--- src/fb_pkg.sv ---
package fb_pkg;

	// Active area, cut down for short simulation
	localparam int H_ACTIVE = 32;
	localparam int V_ACTIVE = 4;

	// Blanking in pixels and in lines
	localparam int H_FRONT = 2;
	localparam int H_SYNC  = 4;
	localparam int H_BACK  = 2;
	localparam int V_FRONT = 1;
	localparam int V_SYNC  = 1;
	localparam int V_BACK  = 1;

	localparam int H_TOTAL = H_ACTIVE + H_FRONT + H_SYNC + H_BACK;
	localparam int V_TOTAL = V_ACTIVE + V_FRONT + V_SYNC + V_BACK;

	localparam int PIX_PER_WORD = 8;
	localparam int FRAME_WORDS  = H_ACTIVE * V_ACTIVE / PIX_PER_WORD;
	localparam int ADDR_W       = 8;
	localparam int WORD_W       = 256;
	localparam int LANE_W       = WORD_W / PIX_PER_WORD; // 32-bit lanes
	localparam int LANE_SEL_W   = $clog2(PIX_PER_WORD);

	localparam int FIFO_DEPTH = 16;
	localparam int FIFO_PTR_W = $clog2(FIFO_DEPTH);
	localparam int FIFO_CNT_W = $clog2(FIFO_DEPTH + 1);

	localparam int PIX_DIV = 2; // Clocks per pixel
	localparam int DIV_W   = $clog2(PIX_DIV);
	localparam int H_CNT_W = $clog2(H_TOTAL);
	localparam int V_CNT_W = $clog2(V_TOTAL);

	typedef logic [ADDR_W-1:0] mem_addr_t;
	typedef logic [WORD_W-1:0] mem_word_t;

	// Arbiter to frame store
	typedef struct packed {
		logic      we;
		mem_addr_t addr;
		mem_word_t wdata;
	} mem_req_t;

	typedef struct packed {
		logic [7:0] r;
		logic [7:0] g;
		logic [7:0] b;
	} pixel_t;

	typedef struct packed {
		logic hsync;
		logic vsync;
		logic de;
	} sync_t;

endpackage
--- src/frame_fetch.sv ---
`timescale 1ns/1ps

module frame_fetch import fb_pkg::*;
(
	input  logic      clk,
	input  logic      rst,
	input  logic      display_en,
	output logic      rd_valid,
	output mem_addr_t rd_addr,
	input  logic      rd_ready,
	input  mem_word_t rd_data,
	input  logic      fifo_full,
	output logic      push,
	output pixel_t    push_pixel,
	output logic      last_word
);

	mem_word_t             hold_word; // Parked read response
	logic                  hold_full;
	mem_word_t             unp_word;  // Word being split into pixels
	logic                  unp_full;
	logic [LANE_SEL_W-1:0] lane;
	logic                  rd_done;
	logic                  last_lane;
	logic                  xfer;
	logic [7:0]            grey;

	assign rd_done   = rd_valid & rd_ready;
	assign push      = unp_full & ~fifo_full; // Full is the back-pressure
	assign last_lane = push & (lane == LANE_SEL_W'(PIX_PER_WORD - 1));

	// Hold to unpack move, also on the last push of the current word
	assign xfer = hold_full & (~unp_full | last_lane);

	// Low byte of the current lane, lane 0 first
	assign grey       = unp_word[lane * LANE_W +: 8];
	assign push_pixel = '{r: grey, g: grey, b: grey};

	always_ff @(posedge clk)
	begin
		if (rst)
		begin
			rd_valid  <= 1'b0;
			rd_addr   <= '0;
			last_word <= 1'b0;
		end
		else
		begin
			last_word <= rd_done & (rd_addr == mem_addr_t'(FRAME_WORDS - 1));
			if (rd_done)
			begin
				rd_valid <= 1'b0;
				if (rd_addr == mem_addr_t'(FRAME_WORDS - 1))
					rd_addr <= '0; // Wrap to frame start
				else
					rd_addr <= rd_addr + 1'b1;
			end
			// Hold register is free, or frees this cycle
			else if (display_en & ~rd_valid & (~hold_full | xfer))
				rd_valid <= 1'b1;
		end
	end

	always_ff @(posedge clk)
	begin
		if (rst)
		begin
			hold_full <= 1'b0;
			unp_full  <= 1'b0;
			lane      <= '0;
		end
		else
		begin
			hold_full <= rd_done | (hold_full & ~xfer);
			if (xfer)
			begin
				unp_full <= 1'b1;
				lane     <= '0;
			end
			else if (last_lane)
			begin
				unp_full <= 1'b0;
				lane     <= '0;
			end
			else if (push)
				lane <= lane + 1'b1;
		end
	end

	always_ff @(posedge clk)
	begin
		if (rd_done)
			hold_word <= rd_data;
		if (xfer)
			unp_word <= hold_word;
	end

endmodule

--- config.mk ---
export PLATFORM = sky130hd
export DESIGN_NAME = frame_fetch
export DESIGN_NICKNAME = d
export VERILOG_FILES = /design/src/fb_pkg.sv /design/src/frame_fetch.sv
export SDC_FILE = /design/constraint.sdc
export NUM_CORES = 1
export LEC_CHECK = 0
export ABC_CLOCK_PERIOD_IN_PS = 12600
export BUFFER_PORTS_ARGS = -buffer_cell sky130_fd_sc_hd__buf_2
export CAP_MARGIN = 20
export CELL_PAD_IN_SITES_DETAIL_PLACEMENT = 0
export CELL_PAD_IN_SITES_GLOBAL_PLACEMENT = 1
export CORE_MARGIN = 5
export CORE_UTILIZATION = 37
export DETAILED_ROUTE_END_ITERATION = 10
export PLACE_DENSITY = 0.91
export SYNTH_ARGS = -nofsm -noshare
export SYNTH_HDL_FRONTEND = slang
export SYNTH_SLANG_ARGS = --single-unit
--- constraint.sdc ---
create_clock -name clk -period 12.6 [get_ports clk]
set_input_delay 1.89 -clock clk [delete_from_list [all_inputs] [get_ports clk]]
set_output_delay 1.89 -clock clk [all_outputs]
set_load 0.03 [all_outputs]
Yosys cells after proc, flatten, opt, wreduce, memory -nomap -nowiden. Cells that the tools add are included.

Register bits after elaboration: 527.

Add/sub/neg operators: 2. Equal/unequal tests: 2. Shift operators: 1. Multiplexer cells: 3. Bitwise gates (word level): 16. Reductions and logical operators: 3.

Operators by type and width (count): $shiftx 256x9->8 (1); $add 8x1->8 const B (1); $and 1x1->1 (8); $eq 8x4->1 const B (1); $mux 8 (1); $not 1->1 (5); $add 3x1->3 const B (1); $eq 3x3->1 const B (1); $or 1x1->1 (3); $reduce_or 3->1 (1); $mux 1 (2); $reduce_bool 2->1 (1); $reduce_or 2->1 (1).

Logic depth before layout (Yosys ltp). Gate-level depths: netlist of the first run.

Depth after elaboration: 8. Gate-level depth with buffers: 5.

Least setup slack after synthesis of the first run. OpenSTA, ideal clock, no wires.

Path kind: input-to-reg. From: input port fifo_full. To: register unp_word[0] (enable). Setup time: 584 ps. Arrival: 6743 ps. Data required time: 12016 ps. Setup slack: 5273 ps. Stages on the path: 2. Path buffers: 0. Cell sequence: nand2b_1 -> a21boi_0.

Cells in the longest elaborated chain, start to end: 5.

RTL lines: start: declaration (RTL line frame_fetch.sv:12) `input logic fifo_full,`; $not 1->1 (RTL line frame_fetch.sv:29) `assign push = unp_full & ~fifo_full;`; $and 1x1->1 (RTL line frame_fetch.sv:29); $and 1x1->1 (RTL line frame_fetch.sv:30) `assign last_lane = push & (lane == LANE_SEL_W'(PIX_PER_WORD - 1));`; $or 1x1->1 (RTL line frame_fetch.sv:33) `assign xfer = hold_full & (~unp_full | last_lane);`; $and 1x1->1 (RTL line frame_fetch.sv:33); via xfer (RTL line frame_fetch.sv:25) `logic xfer;`; end signal: assignment (RTL line frame_fetch.sv:95) `unp_word <= hold_word;`; end: declaration (RTL line frame_fetch.sv:20) `mem_word_t unp_word;`.

The timed path passes the listed nets, and every way through them passes these cells. A chain may end at the register's enable or synchronous reset.

Final worst setup path of the first run.
From: input port fifo_full. To: output port push.

Cells in the longest elaborated chain, start to end: 2.

RTL lines: $not 1->1 (RTL line frame_fetch.sv:29); $and 1x1->1 (RTL line frame_fetch.sv:29); end: declaration (RTL line frame_fetch.sv:13) `output logic push,`.

Every way passes these cells.

==> results of run 1 <==
## final cells by class
class	count	share of cell area [%]
Sequential cell	143	64.11
Inverter	4	0.2323
Tap cell	180	3.484
Timing Repair Buffer	105	8.208
Clock buffer	17	6.581
Multi-Input combinational cell	83	13.82
Clock inverter	15	3.562
## registers in the layout, indices dropped and copies added, names as in the netlist
register and count:
hold_full 1, hold_word 64, lane 3, last_word 1, rd_addr 8, rd_valid 1, unp_full 1, unp_word 64
## power breakdown
group          leakage [nW]  switching [W]  internal (W)  total [W]
Combinational         0.716      0.0000189     0.0000139  0.0000328
Sequential             1.29     0.00000454      0.000529   0.000534
Clock                 0.320       0.000188      0.000354   0.000543
## Yosys cell counts (4+ instances only)
cell / instances / share of area [%]
edfxtp_1: 128 / 74
buf_4: 16 / 2.3
mux4_1: 16 / 8.1
dfxtp_1: 15 / 5.8
a21oi_1: 10 / 0.96
mux2_2: 8 / 1.7
nand3_1: 7 / 0.67
nor2_1: 6 / 0.43
inv_1: 4 / 0.29
o21ai_0: 4 / 0.38
## metrics by stage
stage               std cells  setup WS, ns  instance area (µm²)  total power (W)  hold WS [ns]
finish                    547         8.036                 6464         0.001109        0.4132
global route              547         7.902                 6464         0.001152        0.4245
CTS                       547         7.967                 6464         0.001125        0.4148
detailed placement        515         8.035                 5808        0.0005775        0.4045
global placement          515         8.076                 5808        0.0005752        0.4033
floorplan                 253         5.273                 5213        0.0005624        0.4003
## cells by family (layout without fill, tap and decap cells)
family | count (synthesis) | in the layout | share of synthesized area, %
mux | 26 | 26 | 10.18
buf+inv | 27 | 141 | 3.576
flops | 143 | 143 | 79.50
fa+ha+maj | 3 | 3 | 0.7202
simple gates | 32 | 32 | 3.312
compound gates | 20 | 20 | 2.377
xor+xnor | 2 | 2 | 0.3361
## worst min-delay path by stage
stage | startpoint | end | cells after the start
2_1_floorplan | hold_word[0]$_DFFE_PP_ | unp_word[0]$_DFFE_PP_ | 0
3_3_place_gp | hold_word[64]$_DFFE_PP_ | unp_word[64]$_DFFE_PP_ | 0
3_5_place_dp | hold_word[67]$_DFFE_PP_ | unp_word[67]$_DFFE_PP_ | 0
4_1_cts | hold_word[67]$_DFFE_PP_ | unp_word[67]$_DFFE_PP_ | 0
5_1_grt | hold_word[67]$_DFFE_PP_ | unp_word[67]$_DFFE_PP_ | 0
6_report | hold_word[228]$_DFFE_PP_ | unp_word[228]$_DFFE_PP_ | 0
## per-layer routing
layer,vias up,wire length (µm)
li1,1210,-
met3,14,607
met4,0,155
met5,-,0
met2,87,4394
met1,1220,3197
## placed cells by master (no fill, tap or decap), types with 3 or more instances in the layout
cell type / n
a21oi_1: 10
a311o_1: 3
buf_2: 103
bufinv_16: 5
clkbuf_16: 17
clkinv_4: 3
dfxtp_1: 15
edfxtp_1: 128
ha_1: 3
inv_1: 3
inv_6: 4
mux2_2: 8
mux4_1: 16
nand2_1: 3
nand3_1: 7
nand4_1: 3
nor2_1: 6
nor2b_1: 3
o21ai_0: 4
or3_1: 3
==> run metrics, run 1 <==
final core occ=46.75%; Final Hold Viols=0; CTS buffer count=17; sequential fraction of the synthesis area=79.50%; Max-Cap Viols=0; Die Y-Extent=128.7 µm; EDFF count, synth=128; CTS H-tree depth=4; CP endpoint=push; top-level port count=296; routing usage on met2=17.87%; grt peak-use layer=met2; post-detail-place hpwl=5.499 mm; PD cells=171.6 mW/mm²; Top Family by Delay on Critical Path=buffers and inverters; Buf/Inv on CP=2; Critical path origin=fifo_full; synth warn=0; first-pass GRT wire length=13.14 mm; Slowest cell on crit path=nor2b_1; Seq. cell area=0.004144 mm²; top_reg_cell synth=edfxtp_1; Slew HR=27.82%; TritonCTS clock tree=built; PortBufs=103; met3 Resource Use GR=4.442%; vias in the first global route=2,617; CTS Root Cell=clkbuf_16; Post-Syn Area per Cell=20.60 µm²; Cell Chain, Critical Path=buf_2, nor2b_1, buf_2; initial antenna violation count=0; Reg2Reg Depth=5; Worst path most repeated cell=buf_2; worst vdd ir=0.1741 mV; Worst Path Arrival=2.67 ns; Mapped Area=0.005212 mm²; synthesized net count=517; RSZ-0062 raised after global routing=no; Async S/R FF share, synth=0%; Hold WC Path Type=reg2reg; DR pass1 iterations=4; Post-CTS Setup Inserts=0; all-layer global routing usage=10.86%; slowest stage delay, CP=0.38 ns; synthesized flop and latch total=143; area delta synth->final=24.00%; largest net degree at the start of global routing=65; worst reg2reg path startpoint=lane[0]$_SDFFE_PP0P_; Antenna Cells=0; max-slew violation total from the final report=0; CTS-repair resized insts=0; CP endpoint kind=primary output; Post-DRT Antenna Nets=0; Worst R2R End=unp_word[134]$_DFFE_PP_; Final TNS setup=0 ns; Final Setup Violations=0; crit-path max FO=4; met1 global-route usage=12.10%; drt first-iter violations=121; flop-to-flop setup slack=9.76 ns; DR vias=2,531; Hold-fix buffers, CTS=0; Clk pin slew, worst setup/hold paths=0.06 ns; chip width=128.7 µm; layout cells sized above 1=39.78%; die footprint=0.01656 mm²; Total Wirelength=8.355 mm; Tcrit/Tclk final=36.22%; Routability Congestion=0.7086; initial core utilization=37.70%; Leak=2.325 nW; fin nets=618; Site Rows=43; # DRC=0; worst skew pair latency=0.41 ns; Cells after Synth=253; Critical Path Start Type=input port; CP Class=in2out; Core Area=0.01383 mm²; critical path depth in cells=3; synth unique cells=32; clk_skew=0.009399 ns; outcome=complete, no violations; minimum clock period=4.564 ns; number of vias per cell=4.627; Clock Path Buffers=2; footprint of the multi-input gates=893.4 µm²; # fillers=1,123; Peak Freq=219.1 MHz; wire per inst=15.27 µm; total clock sinks=143; WP data required=10.71 ns; Slew @ Worst Pin=1.081 ns; remaining global-route overflow=0
No activity file was read; power rests on OpenSTA's default activity.
==> inputs of run 2 (changes only) <==
--- a/config.mk
+++ b/config.mk
@@ -5,15 +5,15 @@
 export SDC_FILE = /design/constraint.sdc
 export NUM_CORES = 1
 export LEC_CHECK = 0
-export ABC_CLOCK_PERIOD_IN_PS = 12600
+export ABC_CLOCK_PERIOD_IN_PS = 4300
 export BUFFER_PORTS_ARGS = -buffer_cell sky130_fd_sc_hd__buf_2
 export CAP_MARGIN = 20
 export CELL_PAD_IN_SITES_DETAIL_PLACEMENT = 0
 export CELL_PAD_IN_SITES_GLOBAL_PLACEMENT = 1
 export CORE_MARGIN = 5
-export CORE_UTILIZATION = 37
+export CORE_UTILIZATION = 35
 export DETAILED_ROUTE_END_ITERATION = 10
-export PLACE_DENSITY = 0.91
+export PLACE_DENSITY = 0.87
 export SYNTH_ARGS = -nofsm -noshare
 export SYNTH_HDL_FRONTEND = slang
 export SYNTH_SLANG_ARGS = --single-unit
==> constraint.sdc (replaced) <==
create_clock -name clk -period 4.3 [get_ports clk]
set_input_delay 0.645 -clock clk [delete_from_list [all_inputs] [get_ports clk]]
set_output_delay 0.645 -clock clk [all_outputs]
set_load 0.03 [all_outputs]
==> run metrics, run 2 (same netlist as run 1, synthesis figures left out) <==
clk_skew=0.006905 ns; CP Class=reg2out; Final TNS setup=0 ns; wire per inst=15.40 µm; # fillers=1,243; Post-DRT Antenna Nets=0; DR vias=2,537; die footprint=0.01743 mm²; Clk pin slew, worst setup/hold paths=0.06 ns; top-level port count=296; CTS buffer count=17; Die Y-Extent=132.0 µm; minimum clock period=2.860 ns; initial antenna violation count=0; Site Rows=44; outcome=complete, no violations; area delta synth->final=22.71%; Max-Cap Viols=0; most frequent cells in the layout=128 x edfxtp_1, 103 x buf_2, 17 x clkbuf_16; WP data required=3.65 ns; biggest regs=hold_word x64, unp_word x64, rd_addr x8; power share of the clock group=46.0%; chip width=132.0 µm; Design Power=0.003072 W; fin nets=619; Final Hold Viols=0; # DRC=0; CP endpoint kind=primary output; Final Setup Violations=0; layout cells sized above 1=40.49%; switching share of power=21.64%; all-layer global routing usage=10.30%; RSZ-0062 raised after global routing=no; Tcrit/Tclk final=66.51%; PD cells=480.3 mW/mm²; CTS Root Cell=clkbuf_16; drt first-iter violations=100; post-detail-place hpwl=5.491 mm; Peak Freq=349.7 MHz; remaining global-route overflow=0; Total Wirelength=8.503 mm; DR pass1 iterations=4; worst vdd ir=0.3864 mV; Core Area=0.01459 mm²; max-slew violation total from the final report=0; first-pass GRT wire length=13.68 mm; most common cell after layout, fill and taps aside=edfxtp_1; Critical Path Start Type=flop; Slew HR=41.52%; Psw=0.0006648 W; CTS-repair resized insts=0; PortBufs=103; worst skew pair latency=0.41 ns; vias in the first global route=2,704; crit-path max FO=18; Hold WC Path Type=in2reg; Routability Congestion=0.7435; TritonCTS clock tree=built; Comb pwr share=3.2%; Hold-fix buffers, CTS=0; Worst Path Arrival=2.21 ns; total clock sinks=143; Antenna Cells=0; total internal power=0.002407 W; largest net degree at the start of global routing=65; Leak=2.292 nW; initial core utilization=35.73%; Slew @ Worst Pin=0.8760 ns; Seq pwr share=50.8%; number of vias per cell=4.596; Post-CTS Setup Inserts=0; Clock Path Buffers=2; CTS H-tree depth=4
run 2: worst paths after layout:
kind	startpoint	endpoint	slack (ns)	cells after the start
max	lane[1]$_SDFFE_PP0P_	push_pixel[18]	1.44	3
min	rd_data[229]	hold_word[229]$_DFFE_PP_	0.40	1
max reg2reg	lane[1]$_SDFFE_PP0P_	unp_word[102]$_DFFE_PP_	1.64	5
min reg2reg	hold_word[98]$_DFFE_PP_	unp_word[98]$_DFFE_PP_	0.42	0
run 2: metal layers:
| metal | wire (µm) | track usage, % | part of all wire [%] |
|---|---|---|---|
| met5 | 0 | 0 | 0 |
| met4 | 146 | 4.629 | 1.7 |
| met3 | 543 | 4.122 | 6.4 |
| met2 | 4369 | 16.84 | 51 |
| met1 | 3445 | 11.93 | 41 |
run 2: layout make-up:
type                            instances  area [µm²]  area share [%]
Sequential cell                       143        4144           64.79
Multi-Input combinational cell         83       893.4           13.97
Timing Repair Buffer                  106       538.0           8.412
Clock buffer                           17       425.4           6.651
Tap cell                              184       230.2           3.599
Clock inverter                         15       150.1           2.347
Inverter                                4       15.01          0.2347
run 2: through the flow:
stage / cell area (µm²) / utilization [%] / hold WS (ns) / worst slack, ns / std cells
after floorplan: 5216 / - / 0.4003 / 1.277 / 253
after global placement: 5821 / 39.90 / 0.4026 / 1.592 / 520
after detailed placement: 5821 / 39.90 / 0.4045 / 1.514 / 520
after CTS: 6396 / 43.84 / 0.3811 / 1.307 / 552
after global routing: 6396 / 43.84 / 0.3781 / 1.261 / 552
final: 6396 / 43.84 / 0.4050 / 1.440 / 552
run 2: critical path, cell delays in order, from the launching register on:
cell     delay (ns)
dfxtp_1        0.87
mux4_1         0.45
mux2_2         0.30
buf_2          0.18
run 2: power by group through the flow:
stage	sequential, W	combinational [W]	clock, W
final	0.00156	0.0000992	0.00141
after floorplan	0.00159	0.0000556	0
after global routing	0.00156	0.000108	0.00151
after CTS	0.00156	0.000102	0.00145
after detailed placement	0.00159	0.000102	0
after global placement	0.00159	0.0000984	0
==> inputs of run 3 (changes only) <==
--- a/config.mk
+++ b/config.mk
@@ -5,15 +5,15 @@
 export SDC_FILE = /design/constraint.sdc
 export NUM_CORES = 1
 export LEC_CHECK = 0
-export ABC_CLOCK_PERIOD_IN_PS = 4300
+export ABC_CLOCK_PERIOD_IN_PS = 2600
 export BUFFER_PORTS_ARGS = -buffer_cell sky130_fd_sc_hd__buf_2
 export CAP_MARGIN = 20
 export CELL_PAD_IN_SITES_DETAIL_PLACEMENT = 0
 export CELL_PAD_IN_SITES_GLOBAL_PLACEMENT = 1
 export CORE_MARGIN = 5
-export CORE_UTILIZATION = 35
+export CORE_UTILIZATION = 31
 export DETAILED_ROUTE_END_ITERATION = 10
-export PLACE_DENSITY = 0.87
+export PLACE_DENSITY = 0.82
 export SYNTH_ARGS = -nofsm -noshare
 export SYNTH_HDL_FRONTEND = slang
 export SYNTH_SLANG_ARGS = --single-unit
==> constraint.sdc (replaced) <==
create_clock -name clk -period 2.6 [get_ports clk]
set_input_delay 0.39 -clock clk [delete_from_list [all_inputs] [get_ports clk]]
set_output_delay 0.39 -clock clk [all_outputs]
set_load 0.03 [all_outputs]
==> run metrics, run 3 (same netlist as run 1, synthesis figures left out) <==
outcome=complete, no violations; CTS-repair resized insts=0; power share of the clock group=45.6%; Hold-fix buffers, CTS=0; switching share of power=20.00%; Buf/Inv on CP=2; Slowest cell on crit path=mux4_1; DR vias=2,532; Final Hold Viols=0; Comb pwr share=3.4%; largest net degree at the start of global routing=65; CP Class=reg2out; Max-Cap Viols=0; total clock sinks=143; Reg2Reg Depth=6; worst vdd ir=0.6075 mV; Final Setup Violations=0; Worst R2R End=unp_word[134]$_DFFE_PP_; Slew HR=67.85%; all-layer global routing usage=9.471%; slowest stage delay, CP=0.56 ns; worst reg2reg path startpoint=lane[0]$_SDFFE_PP0P_; top-level port count=296; Post-DRT Antenna Nets=0; # DRC=0; vias in the first global route=2,726; Seq pwr share=51.0%; clk_skew=0.01062 ns; Antenna Cells=0; initial core utilization=31.54%; DR pass1 iterations=4; Post-CTS Setup Inserts=0; CP endpoint kind=primary output; max-slew violation total from the final report=0; flop-to-flop setup slack=0.65 ns; post-detail-place hpwl=5.934 mm; crit-path max FO=18; Peak Freq=407.2 MHz; Hold WC Path Type=in2reg; CTS Root Cell=clkbuf_16; Routability Congestion=0.6940; minimum clock period=2.455 ns; fin nets=622; Clk pin slew, worst setup/hold paths=0.06 ns; RSZ-0062 raised after global routing=no; initial antenna violation count=1; final core occ=39.30%; die footprint=0.01951 mm²; Top Family by Delay on Critical Path=multiplexers; area delta synth->final=24.58%; hold path start=rd_data[225]; WP data required=2.21 ns; drt first-iter violations=129; Slew @ Worst Pin=0.4813 ns; PortBufs=103; Total Wirelength=8.927 mm; Die Y-Extent=139.7 µm; most common cell after layout, fill and taps aside=edfxtp_1; wire per inst=15.13 µm; final instance area=0.006494 mm²; PD cells=779.1 mW/mm²; Core Area=0.01652 mm²; Site Rows=47; biggest regs=hold_word x64, unp_word x64, rd_addr x8; Final TNS setup=0 ns; Critical Path Start Type=flop; first-pass GRT wire length=13.96 mm; remaining global-route overflow=0; Tcrit/Tclk final=94.44%; number of vias per cell=4.292; most frequent cells in the layout=128 x edfxtp_1, 103 x buf_2, 17 x clkbuf_16; TritonCTS clock tree=built; Psw=0.001012 W; hold path cells=1; Worst Path Arrival=2.07 ns; layout cells sized above 1=40.00%; CTS buffer count=17; CTS H-tree depth=4; Leak=2.303 nW; Cell Chain, Critical Path=buf_12, mux4_1, mux2_2, buf_2; Clock Path Buffers=2; worst skew pair latency=0.41 ns; hold endpoint=hold_word[225]$_DFFE_PP_; DP Area=0.005926 mm²; total internal power=0.004048 W; chip width=139.7 µm; Min Hold Slack=0.1506 ns
## run 3: cell types whose count changed in the layout (fill, tap and decap cells not counted), sizes merged
cell,delta
bufinv,+1
clkbuf,+2
clkinv,+1
buf,+3
clkinvlp,+1
inv,-6
## run 3: routing by layer
layer | GRT usage [%] | up-vias | routed length (µm)
met5 | 0 | - | 9
met4 | 4.284 | 2 | 160
met3 | 3.774 | 16 | 644
met2 | 15.45 | 97 | 4319
met1 | 11.05 | 1204 | 3793
li1 | - | 1213 | -
## run 3: through the flow
step / setup slack (ns) / total power [W] / cells
floorplan: 0.04175 / 0.002722 / 253
global placement: 0.5552 / 0.002794 / 559
detailed placement: 0.5537 / 0.002804 / 559
CTS: 0.09638 / 0.005135 / 590
global route: 0.06103 / 0.005244 / 590
finish: 0.1445 / 0.005059 / 590
## run 3: cell type report
cell class,count,area [µm²]
Clock buffer,19,432.9
Fill cell,1487,10030
Sequential cell,143,4144
Clock inverter,12,135.1
Inverter,4,15.01
Multi-Input combinational cell,83,893.4
Tap cell,220,275.3
Timing Repair Buffer,109,598.1
## run 3: worst max path at each step
stage | start | endpoint | slack (ns) | cells after the start
2_1_floorplan | rd_valid$_SDFFE_PP0P_ | hold_word[0]$_DFFE_PP_ | 0.04 | 2
3_3_place_gp | lane[0]$_SDFFE_PP0P_ | push_pixel[16] | 0.56 | 4
3_5_place_dp | lane[0]$_SDFFE_PP0P_ | push_pixel[8] | 0.55 | 4
4_1_cts | lane[0]$_SDFFE_PP0P_ | push_pixel[8] | 0.1 | 4
5_1_grt | lane[0]$_SDFFE_PP0P_ | push_pixel[8] | 0.06 | 4
6_report | lane[0]$_SDFFE_PP0P_ | push_pixel[8] | 0.14 | 4
## run 3: power by group through the flow
stage / clock network (W) / logic (W) / registers (W)
5_1_grt: 0.00247 / 0.000186 / 0.00259
3_3_place_gp: 0 / 0.000168 / 0.00263
6_report: 0.00231 / 0.000170 / 0.00258
3_5_place_dp: 0 / 0.000174 / 0.00263
4_1_cts: 0.00238 / 0.000174 / 0.00258
2_1_floorplan: 0 / 0.0000924 / 0.00263
